### src/source/fix_params.svh
// FIX checksum checker protocol constants
// Byte values that frame a tag=value message and the limits used
// when the three-digit checksum trailer is decoded.

`ifndef FIX_PARAMS_SVH
`define FIX_PARAMS_SVH

// ---------------------------------------------------------------------------
// framing bytes
// ---------------------------------------------------------------------------
`define FIX_SOH        8'h01   // field delimiter
`define FIX_EQ         8'h3D   // "=" between tag and value

// checksum trailer tag is "10"
`define FIX_CHK_TAG0   8'h31
`define FIX_CHK_TAG1   8'h30

// ---------------------------------------------------------------------------
// trailer digits
// ---------------------------------------------------------------------------
`define FIX_DIGIT_LO   8'h30   // ascii "0"
`define FIX_DIGIT_HI   8'h39   // ascii "9"
`define FIX_CHK_DIGITS 2'd3    // digits expected after "10="

`endif

### src/source/fix_stream_pkg.sv
// FIX checksum stream types
// Token kinds and the token records handed from one pipeline
// stage to the next inside the checksum checker.

package fix_stream_pkg;

	// byte class as seen by the field parser
	typedef enum logic [1:0] {
		TOK_BODY    = 2'd0, // summed message byte
		TOK_CHK_TAG = 2'd1, // "=" that completes "10=" at a field start
		TOK_DIGIT   = 2'd2, // trailer byte after the tag
		TOK_END     = 2'd3  // last byte of the message
	} tok_kind_t;

	// parser output
	typedef struct packed {
		logic       valid;
		tok_kind_t  kind;
		logic [7:0] data;
		logic       in_trailer; // checksum tag already seen
	} byte_tok_t;

	// accumulator output, computed rides along with the byte
	typedef struct packed {
		byte_tok_t  tok;
		logic [7:0] computed;
	} sum_tok_t;

	// decoder output
	typedef struct packed {
		sum_tok_t   stok;
		logic [9:0] value;     // up to 999
		logic [1:0] ndigits;   // saturates at 3
		logic       bad_digit;
	} dec_tok_t;

endpackage

### src/source/fix_result_pkg.sv
// FIX checksum result types
// Per-message verdict as seen at the checker output.

package fix_result_pkg;

	// modulo-256 checksum value
	typedef logic [7:0] chk_sum_t;

	// one result per message
	typedef struct packed {
		chk_sum_t computed;   // sum over the message body
		chk_sum_t received;   // low bits of the decoded trailer
		logic     match;      // well formed and equal
		logic     format_err; // trailer missing or malformed
	} chk_result_t;

endpackage

### src/source/fix_field_parser.sv
// FIX field parser
// First pipeline stage. Frames messages with sop/eop, tracks field
// starts and finds the "10=" checksum tag. Each accepted byte leaves
// one cycle later as a classified token.

`timescale 1ns/10ps
`include "fix_params.svh"

module fix_field_parser (
	input  logic                      clk,
	input  logic                      rst,
	input  logic                      byte_valid_i,
	input  logic                      sop_i,
	input  logic                      eop_i,
	input  logic [7:0]                data_i,
	output fix_stream_pkg::byte_tok_t tok_o
);

	logic       in_msg;       // between sop and eop
	logic       field_start;  // previous byte was SOH
	logic [1:0] tag_state;    // 0 idle, 1 saw "1", 2 saw "10"
	logic       trailer;      // checksum tag seen in this message

	logic       accept;
	logic       at_start;
	logic [1:0] tag_cur;
	logic       trailer_cur;
	logic [1:0] tag_next;
	logic       trailer_next;
	fix_stream_pkg::tok_kind_t kind_d;

	// a sop byte always opens a fresh message
	assign accept      = byte_valid_i && (sop_i || in_msg);
	assign at_start    = sop_i || field_start;
	assign tag_cur     = sop_i ? 2'd0 : tag_state;
	assign trailer_cur = sop_i ? 1'b0 : trailer;

	// -----------------------------------------------------------------------
	// classify the incoming byte
	// -----------------------------------------------------------------------
	always_comb begin
		tag_next     = 2'd0;
		trailer_next = trailer_cur;
		kind_d       = fix_stream_pkg::TOK_BODY;
		if (eop_i) begin
			kind_d = fix_stream_pkg::TOK_END;
		end else if (trailer_cur) begin
			kind_d = fix_stream_pkg::TOK_DIGIT;
		end else if (tag_cur == 2'd2 && data_i == `FIX_EQ) begin
			kind_d       = fix_stream_pkg::TOK_CHK_TAG;
			trailer_next = 1'b1;
		end else if (at_start && data_i == `FIX_CHK_TAG0) begin
			tag_next = 2'd1;
		end else if (tag_cur == 2'd1 && data_i == `FIX_CHK_TAG1) begin
			tag_next = 2'd2;
		end
	end

	always_ff @(posedge clk) begin
		if (rst) begin
			in_msg      <= 1'b0;
			field_start <= 1'b0;
			tag_state   <= 2'd0;
			trailer     <= 1'b0;
			tok_o.valid <= 1'b0;
		end else begin
			tok_o.valid <= accept;
			if (accept) begin
				in_msg      <= !eop_i;
				field_start <= (data_i == `FIX_SOH);
				tag_state   <= tag_next;
				trailer     <= trailer_next;
			end
		end
	end

	// token payload, qualified by valid
	always_ff @(posedge clk) begin
		tok_o.kind       <= kind_d;
		tok_o.data       <= data_i;
		tok_o.in_trailer <= trailer_next;
	end

endmodule

### src/source/checksum_accum.sv
// Checksum accumulator
// Second pipeline stage. Keeps the modulo-256 sum of body bytes and
// a snapshot taken at every SOH. The "=" of the trailer tag latches
// the snapshot, so the "10=" bytes never reach the computed sum.

`timescale 1ns/10ps
`include "fix_params.svh"

module checksum_accum (
	input  logic                      clk,
	input  logic                      rst,
	input  fix_stream_pkg::byte_tok_t tok_i,
	output fix_stream_pkg::sum_tok_t  tok_o
);

	logic [7:0] sum_q;   // running sum
	logic [7:0] snap_q;  // sum up to the last SOH
	logic [7:0] comp_q;  // latched message checksum
	logic [7:0] sum_d;
	logic [7:0] comp_d;

	assign sum_d  = sum_q + tok_i.data; // wraps mod 256
	assign comp_d = (tok_i.kind == fix_stream_pkg::TOK_CHK_TAG) ? snap_q : comp_q;

	always_ff @(posedge clk) begin
		if (rst) begin
			sum_q           <= 8'h00;
			snap_q          <= 8'h00;
			comp_q          <= 8'h00;
			tok_o.tok.valid <= 1'b0;
		end else begin
			tok_o.tok.valid <= tok_i.valid;
			if (tok_i.valid) begin
				case (tok_i.kind)
					fix_stream_pkg::TOK_BODY: begin
						sum_q <= sum_d;
						if (tok_i.data == `FIX_SOH)
							snap_q <= sum_d;
					end
					fix_stream_pkg::TOK_CHK_TAG: comp_q <= comp_d;
					fix_stream_pkg::TOK_END: begin
						// next token opens a new message
						sum_q  <= 8'h00;
						snap_q <= 8'h00;
						comp_q <= 8'h00;
					end
					default: ;
				endcase
			end
		end
	end

	always_ff @(posedge clk) begin
		tok_o.tok.kind       <= tok_i.kind;
		tok_o.tok.data       <= tok_i.data;
		tok_o.tok.in_trailer <= tok_i.in_trailer;
		tok_o.computed       <= comp_d;
	end

endmodule

### src/source/chk_digit_decoder.sv
// Checksum digit decoder
// Third pipeline stage. Turns the ascii digits after "10=" into a
// binary value, counts them and flags any byte that is not a
// decimal digit or that comes after the third digit.

`timescale 1ns/10ps
`include "fix_params.svh"

module chk_digit_decoder (
	input  logic                     clk,
	input  logic                     rst,
	input  fix_stream_pkg::sum_tok_t tok_i,
	output fix_stream_pkg::dec_tok_t tok_o
);

	logic [9:0] value_q;
	logic [1:0] cnt_q;
	logic       bad_q;
	logic [9:0] value_d;
	logic [1:0] cnt_d;
	logic       bad_d;
	logic       is_digit;
	logic [7:0] digit;

	assign is_digit = (tok_i.tok.data >= `FIX_DIGIT_LO) && (tok_i.tok.data <= `FIX_DIGIT_HI);
	assign digit    = tok_i.tok.data - `FIX_DIGIT_LO;

	always_comb begin
		value_d = value_q;
		cnt_d   = cnt_q;
		bad_d   = bad_q;
		if (tok_i.tok.kind == fix_stream_pkg::TOK_CHK_TAG) begin
			value_d = 10'd0;
			cnt_d   = 2'd0;
			bad_d   = 1'b0;
		end else if (tok_i.tok.kind == fix_stream_pkg::TOK_DIGIT) begin
			if (cnt_q == `FIX_CHK_DIGITS) begin
				bad_d = 1'b1; // too many digits
			end else begin
				cnt_d = cnt_q + 2'd1;
				if (is_digit)
					value_d = value_q * 10'd10 + {2'b00, digit}; // at most 999
				else
					bad_d = 1'b1;
			end
		end
	end

	always_ff @(posedge clk) begin
		if (rst) begin
			value_q              <= 10'd0;
			cnt_q                <= 2'd0;
			bad_q                <= 1'b0;
			tok_o.stok.tok.valid <= 1'b0;
		end else begin
			tok_o.stok.tok.valid <= tok_i.tok.valid;
			if (tok_i.tok.valid) begin
				// clear at the end so a tagless message starts from zero
				if (tok_i.tok.kind == fix_stream_pkg::TOK_END) begin
					value_q <= 10'd0;
					cnt_q   <= 2'd0;
					bad_q   <= 1'b0;
				end else begin
					value_q <= value_d;
					cnt_q   <= cnt_d;
					bad_q   <= bad_d;
				end
			end
		end
	end

	// running decode goes out with every token
	always_ff @(posedge clk) begin
		tok_o.stok.tok.kind       <= tok_i.tok.kind;
		tok_o.stok.tok.data       <= tok_i.tok.data;
		tok_o.stok.tok.in_trailer <= tok_i.tok.in_trailer;
		tok_o.stok.computed       <= tok_i.computed;
		tok_o.value               <= value_d;
		tok_o.ndigits             <= cnt_d;
		tok_o.bad_digit           <= bad_d;
	end

endmodule

### src/source/chk_verdict.sv
// Checksum verdict
// Last pipeline stage. At the end byte of a message it checks the
// trailer format, compares the received value with the computed
// sum and pulses one result out.

`timescale 1ns/10ps
`include "fix_params.svh"

module chk_verdict (
	input  logic                        clk,
	input  logic                        rst,
	input  fix_stream_pkg::dec_tok_t    tok_i,
	output logic                        result_valid_o,
	output fix_result_pkg::chk_result_t result_o
);

	logic                     is_end;
	logic                     fmt_err;
	logic                     sums_eq;
	fix_result_pkg::chk_sum_t received;

	assign is_end   = tok_i.stok.tok.valid && (tok_i.stok.tok.kind == fix_stream_pkg::TOK_END);
	assign received = tok_i.value[7:0];
	assign sums_eq  = (received == tok_i.stok.computed);

	// no tag, a bad byte, wrong digit count or out of byte range
	assign fmt_err = !tok_i.stok.tok.in_trailer || tok_i.bad_digit ||
		(tok_i.ndigits != `FIX_CHK_DIGITS) || (tok_i.value > 10'd255);

	always_ff @(posedge clk) begin
		if (rst) begin
			result_valid_o <= 1'b0;
			result_o       <= '0;
		end else begin
			result_valid_o <= is_end; // one-cycle pulse
			if (is_end) begin
				result_o.computed   <= tok_i.stok.computed;
				result_o.received   <= received;
				result_o.match      <= !fmt_err && sums_eq;
				result_o.format_err <= fmt_err;
			end
		end
	end

endmodule

### src/source/fix_checksum_top.sv
// FIX checksum checker top level
// Four-stage pipeline: field parser, checksum accumulator, digit
// decoder and verdict. One result pulse comes out four cycles after
// the last byte of each message.

`timescale 1ns/10ps

module fix_checksum_top (
	input  logic                        clk,
	input  logic                        rst,
	input  logic                        byte_valid_i,
	input  logic                        sop_i,
	input  logic                        eop_i,
	input  logic [7:0]                  data_i,
	output logic                        result_valid_o,
	output fix_result_pkg::chk_result_t result_o
);

	fix_stream_pkg::byte_tok_t byte_tok;
	fix_stream_pkg::sum_tok_t  sum_tok;
	fix_stream_pkg::dec_tok_t  dec_tok;

	fix_field_parser parser_i (
		.clk          (clk),
		.rst          (rst),
		.byte_valid_i (byte_valid_i),
		.sop_i        (sop_i),
		.eop_i        (eop_i),
		.data_i       (data_i),
		.tok_o        (byte_tok)
	);

	checksum_accum accum_i (
		.clk   (clk),
		.rst   (rst),
		.tok_i (byte_tok),
		.tok_o (sum_tok)
	);

	chk_digit_decoder decoder_i (
		.clk   (clk),
		.rst   (rst),
		.tok_i (sum_tok),
		.tok_o (dec_tok)
	);

	chk_verdict verdict_i (
		.clk            (clk),
		.rst            (rst),
		.tok_i          (dec_tok),
		.result_valid_o (result_valid_o),
		.result_o       (result_o)
	);

endmodule

### config.mk
export PLATFORM = sky130hd
export DESIGN_NAME = fix_checksum_top
export DESIGN_NICKNAME = d
export VERILOG_FILES = /design/src/source/fix_stream_pkg.sv /design/src/source/fix_result_pkg.sv /design/src/source/fix_field_parser.sv /design/src/source/checksum_accum.sv /design/src/source/chk_digit_decoder.sv /design/src/source/chk_verdict.sv /design/src/source/fix_checksum_top.sv
export VERILOG_INCLUDE_DIRS = /design/src /design/src/source
export SDC_FILE = /design/constraint.sdc
export NUM_CORES = 1
export LEC_CHECK = 0
export ABC_AREA = 1
export BUFFER_PORTS_ARGS = -buffer_cell sky130_fd_sc_hd__buf_2
export CAP_MARGIN = 20
export CORE_MARGIN = 2
export CORE_UTILIZATION = 29
export DETAILED_ROUTE_END_ITERATION = 10
export PLACE_DENSITY = 0.49
export SLEW_MARGIN = 10
export SYNTH_ARGS = -nofsm -noshare
export SYNTH_HDL_FRONTEND = slang
export SYNTH_SLANG_ARGS = --single-unit
### constraint.sdc
create_clock -name clk -period 2.7 [get_ports clk]
set_input_delay 0.54 -clock clk [delete_from_list [all_inputs] [get_ports clk]]
set_output_delay 0.54 -clock clk [all_outputs]
set_load 0.01 [all_outputs]
Yosys cells after proc, flatten, opt, wreduce, memory -nomap -nowiden:

Cells that the tools add are included.

* flip-flop bits (word level): 118
* input port bits: 13
* word-level logic and storage cells: 110

* add/subtract/negate cells: 4
* multiply operators: 1
* magnitude comparators: 3
* equality and inequality tests: 17
* mux-type cells: 31
* reduce and logical (&&, ||, !) cells: 22

Operators with widths (count)
* 10-bit two-way mux: 5
* 8-bit one-hot mux with 2 select lines: 3
* 8-bit by 6-bit == test with 1-bit output (second input constant): 3
* 2-bit two-way mux: 10
* 8-bit by 1-bit == test with 1-bit output (second input constant): 2
* 8-bit two-way mux: 2
* 2-bit == test (second input constant): 6
* 1-bit two-way mux: 11
* 10-bit by 8-bit adder with 10-bit output: 1
* 10-bit by 8-bit greater-than comparator with 1-bit output (second input constant): 1
* 10-bit by 3-bit multiplier with 9-bit output (second input constant): 1
* 8-bit adder: 1
* 8-bit == test: 1
* 8-bit by 6-bit greater-or-equal comparator with 1-bit output (second input constant): 1
* 8-bit by 6-bit less-or-equal comparator with 1-bit output (second input constant): 1
* 8-bit by 6-bit subtractor with 8-bit output (second input constant): 1
* 1-bit logical AND: 7
* 2-bit by 1-bit == test with 1-bit output (second input constant): 3
* 1-bit logical OR: 5
* 2-bit AND reduction: 2
* 2-bit nonzero test: 2
* 1-bit zero test: 3
* 3-bit AND reduction: 1
* 2-bit by 1-bit adder with 2-bit output (second input constant): 1
* 4 further kinds: 4

Logic depth before layout (Yosys ltp):

* depth after elaboration: 8
* gate-level depth with buffers: 17
* mapped depth without buffers: 17

Modules after synthesis:

Synthesis repeated with hierarchy kept, for this count alone.

* cell total of the unflattened synthesis: 670
* area, all modules: 5355.1 um^2

Modules (own cells, without submodules)
* chk_digit_decoder: times used 1, cells each 251, area each 2133.3 um^2, sequential area each 920.9 um^2
* checksum_accum: times used 1, cells each 234, area each 1808.0 um^2, sequential area each 880.8 um^2
* chk_verdict: times used 1, cells each 114, area each 829.5 um^2, sequential area each 380.4 um^2
* fix_field_parser: times used 1, cells each 71, area each 584.3 um^2, sequential area each 340.3 um^2

Worst setup path after synthesis:

Ideal clock, no wire load.

* path kind: register -> register
* from: reg decoder_i.value_q[1]
* to: reg decoder_i.value_q[9]
* library setup time: 0.131 ns
* arrival time: 2.454 ns
* data required time: 2.569 ns
* setup slack: 0.115 ns
* stages on the path, launching flop included: 15
* buffers on the path: 0
* period minus slack after synthesis: 2.585 ns
* cell sequence: dfxtp_1 > ha_1 > ha_1 > fa_1 > xor2_1 > ha_1 > inv_1 > o21bai_1 > a21oi_1 > nand2_1 > nand2_1 > nand2_1 > nand3_1 > nand3_2 > a21oi_2

* longest elaborated chain between the ends: 7

RTL lines
* from (decl): RTL line chk_digit_decoder.sv:16 `logic [9:0] value_q;`
* from (signal assigned): RTL line chk_digit_decoder.sv:64 `value_q <= value_d;`
* 10-bit by 3-bit multiplier with 9-bit output: RTL line chk_digit_decoder.sv:42 `value_d = value_q * 10'd10 + {2'b00, digit};`
* 10-bit by 8-bit adder with 10-bit output: RTL line chk_digit_decoder.sv:42
* 10-bit two-way mux: RTL line chk_digit_decoder.sv:41 `if (is_digit)`
* 10-bit two-way mux: RTL line chk_digit_decoder.sv:37 `` if (cnt_q == `FIX_CHK_DIGITS) begin ``
* 10-bit two-way mux: RTL line chk_digit_decoder.sv:36 `end else if (tok_i.tok.kind == fix_stream_pkg::TOK_DIGIT) begin`
* 10-bit two-way mux: RTL line chk_digit_decoder.sv:32 `if (tok_i.tok.kind == fix_stream_pkg::TOK_CHK_TAG) begin`
* 10-bit two-way mux: RTL line chk_digit_decoder.sv:59 `if (tok_i.tok.kind == fix_stream_pkg::TOK_END) begin`

No other way between the ends.
A chain may end at the register's enable or synchronous reset.

Final worst setup path:

* from: reg decoder_i.value_q[2]
* to: reg decoder_i.value_q[7]

* longest elaborated chain between the ends: 7

RTL lines
* 10-bit by 3-bit multiplier with 9-bit output: RTL line chk_digit_decoder.sv:42
* 10-bit by 8-bit adder with 10-bit output: RTL line chk_digit_decoder.sv:42
* 10-bit two-way mux: RTL line chk_digit_decoder.sv:41
* 10-bit two-way mux: RTL line chk_digit_decoder.sv:37
* 10-bit two-way mux: RTL line chk_digit_decoder.sv:36
* 10-bit two-way mux: RTL line chk_digit_decoder.sv:32
* named net decoder_i.value_d[7]: RTL line chk_digit_decoder.sv:19 `logic [9:0] value_d;`
* 10-bit two-way mux: RTL line chk_digit_decoder.sv:59

The timed path passes the listed nets, and every way through them passes these cells.

==> flow_summary.json <==
{
  "clockBufferDepth": 2,
  "cts_tree": "yes",
  "rows": 47,
  "arrival_ns": 2.94,
  "end_kind": "flip-flop",
  "grt_max_degree": 44,
  "dr_wl_met2_um": 5218,
  "wl_met1_um": 5756,
  "pwr-share-clk_pct": 50.0,
  "regArea_mm2": 0.002372,
  "critical_path_buf_inv_count": 2,
  "vias": 4041,
  "yosysSeqAreaShare_pct": 48.10,
  "grt_pass1_vias": 3944,
  "p_comb_share_pct": 5.3,
  "drive_gt1_share_pct": 16.99,
  "placed_area_mm2": 0.005380,
  "hp-class": "input port to flip-flop",
  "period_needed_ns": 2.591,
  "final_common_cell": "nand2_1",
  "fin_skew_ns": 0.006553,
  "grt_pass1_wl_um": 18880,
  "max_freq_mhz": 386.0,
  "wl_um": 11580,
  "syn_area_per_cell_um2": 8.024,
  "maxCapViolations": 0,
  "dieWidth_um": 134.1,
  "clk_latency_ns": 0.41,
  "cts_sinks": 118,
  "hold_viol": 0,
  "sw_frac_of_total_pct": 22.84,
  "p_seq_share_pct": 44.8,
  "slew-limit-headroom_pct": 56.10,
  "wl_per_cell_um": 12.91,
  "top_layer": "met4",
  "io_buffers": 31,
  "final_nets": 711,
  "routabilityCongestion": 0.8372,
  "slew_viol_final": 0,
  "crit_required_ns": 3.04,
  "grt-ovfl-total": 0,
  "vdd_drop_max_uv": 462.5,
  "crit_family": "adder cells",
  "grt_usage_pct": 13.38,
  "synthToLayoutAreaGrowth_pct": 24.03,
  "rsz0062_at_grt": "yes",
  "tightest_slew_ns": 0.6578,
  "critPathLaunchType": "flip-flop",
  "intPower_mw": 3.117,
  "hold_slack_ns": 0.2525,
  "fill_cells": 1732,
  "crit_type": "flip-flop to flip-flop",
  "status": "finished clean",
  "max_stage_delay_ns": 0.40,
  "synth_cell_types": 33,
  "core_mm2": 0.01658,
  "postRouteAntennaNets": 0,
  "finalCritPeriodShare_pct": 95.95,
  "path_clk_slew_ns": 0.05,
  "htreeDepth": 4,
  "multi_input_area_mm2": 0.002396,
  "cp_slowest_cell": "fa_2",
  "hpwl_um": 8323,
  "start_util_pct": 29.61,
  "layout_common_cells": "164 x nand2_1, 114 x dfxtp_1, 70 x a21oi_1",
  "synth.net_count": 657,
  "antenna_found_initial": 0,
  "synthCells": 612,
  "ioPinCount": 32,
  "power_density_mw_per_mm2": 663.2,
  "antenna-diode-count": 0,
  "wl_met3_um": 412,
  "crit_fanout": 3,
  "power.switching_uw": 922.7,
  "drt_iter0_markers": 199,
  "crit_chain": "buf_6 -> ha_4 -> ha_4 -> fa_2 -> xor2_1 -> ha_1 -> inv_2 -> o21bai_4 -> o21bai_1 -> nand2_1 -> nand2_2 -> a21oi_2 -> nand2_1 -> a21oi_2",
  "p_leak_nw": 2.726,
  "syn-cell-area_mm2": 0.004911,
  "first_pass_iters": 4,
  "numCtsBuffers": 17,
  "fin_area_mm2": 0.006091,
  "ys_warn_count": 0,
  "fin_util_pct": 36.73,
  "cts-root-buf": "clkbuf_16",
  "drc": 0,
  "cts_hold_buf": 0,
  "synth_seq_cells": 118,
  "die_area_mm2": 0.01799,
  "dieHeight_um": 134.1,
  "finalSetupViolCount": 0,
  "viasPerCell": 4.505
}
-- cells by family after synthesis --
family / share of synthesized area (%)
AOI/OAI and AO/OA: 13.38
xor gates and xnor gates: 2.854
and+or+nand+nor: 21.17
adders and majority gates: 8.612
DFF: 48.10
buffers and inverters: 5.885
-- final timing paths --
path                           to  slack, ns  depth (start not counted)            startpoint
max          decoder_i.value_q[7]       0.11                         14  decoder_i.value_q[2]
min             parser_i.tok_o[5]       0.25                          1             data_i[4]
max reg2reg  decoder_i.value_q[7]       0.11                         14  decoder_i.value_q[2]
min reg2reg   decoder_i.tok_o[16]       0.32                          0      accum_i.tok_o[3]
-- power by group through the flow --
| stage | clock network (mW) | registers (mW) | logic, mW |
|---|---|---|---|
| 6_report | 2.02 | 1.81 | 0.214 |
| 5_1_grt | 2.14 | 1.81 | 0.242 |
| 4_1_cts | 2.05 | 1.81 | 0.206 |
| 3_5_place_dp | 0 | 1.85 | 0.201 |
| 3_3_place_gp | 0 | 1.85 | 0.198 |
| 2_1_floorplan | 0 | 1.84 | 0.140 |
-- routing by layer --
| layer | global-route usage, % | vias to the layer above |
|---|---|---|
| met5 | 0 | - |
| met3 | 3.477 | 18 |
| li1 | - | 2106 |
| met2 | 20.97 | 85 |
| met4 | 5.614 | 0 |
| met1 | 17.51 | 1832 |
-- metrics by stage --
step	worst slack, ns	instances	setup TNS [ns]	total power, mW
floorplan	0.1153	612	0	1.975
global placement	0.01526	863	0	2.044
detailed placement	-0.08917	863	-0.1158	2.048
CTS	0.009386	893	0	4.066
global route	-0.01459	897	-0.02481	4.190
finish	0.1092	897	0	4.040
-- sequential cells by signal, summed over array words and instances, names as in the netlist --
register and count:
decoder_i.bad_q 1, parser_i.field_start 1, parser_i.tok_o 12, decoder_i.tok_o 25, verdict_i.result_valid_o 1, decoder_i.cnt_q 2
accum_i.tok_o 20, parser_i.trailer 1, verdict_i.result_o 18, parser_i.tag_state 2, accum_i.sum_q 8, decoder_i.value_q 10
parser_i.in_msg 1, accum_i.snap_q 8, accum_i.comp_q 8
-- Yosys cell counts (all sizes together) --
master	number	area, µm²
nand2	166	623.1
dfxtp	118	2362
a21oi	79	421.7
inv	54	202.7
nor2	45	181.4
o21ai	37	185.2
ha	29	362.9
nand3	26	147.7
xor2	14	122.6
clkbuf	11	41.29
nand4	7	43.79
nor3	6	30.03
buf	4	32.53
fa	3	60.06
o21bai	3	22.52
clkinv	2	12.51
xnor2	2	17.52
a21boi	1	7.510
a31oi	1	6.260
nand3b	1	7.510
nor4	1	6.260
o22ai	1	6.260
o31ai	1	7.510
-- timing repair --
item                                    in CTS  in global routing
pin swaps                                    1                 18
resized for setup                            4                 26
endpoints found under the setup margin       5                  5
buffers inserted                             0                  4
-- final cells by class --
class	instances	area share (%)
Tap cell	220	4.519
Timing Repair Buffer	50	4.951
Sequential cell	118	38.95
Clock buffer	20	7.334
Inverter	56	3.533
Clock inverter	10	1.376
Multi-Input combinational cell	423	39.34
Power figures use the tool's default switching activity.
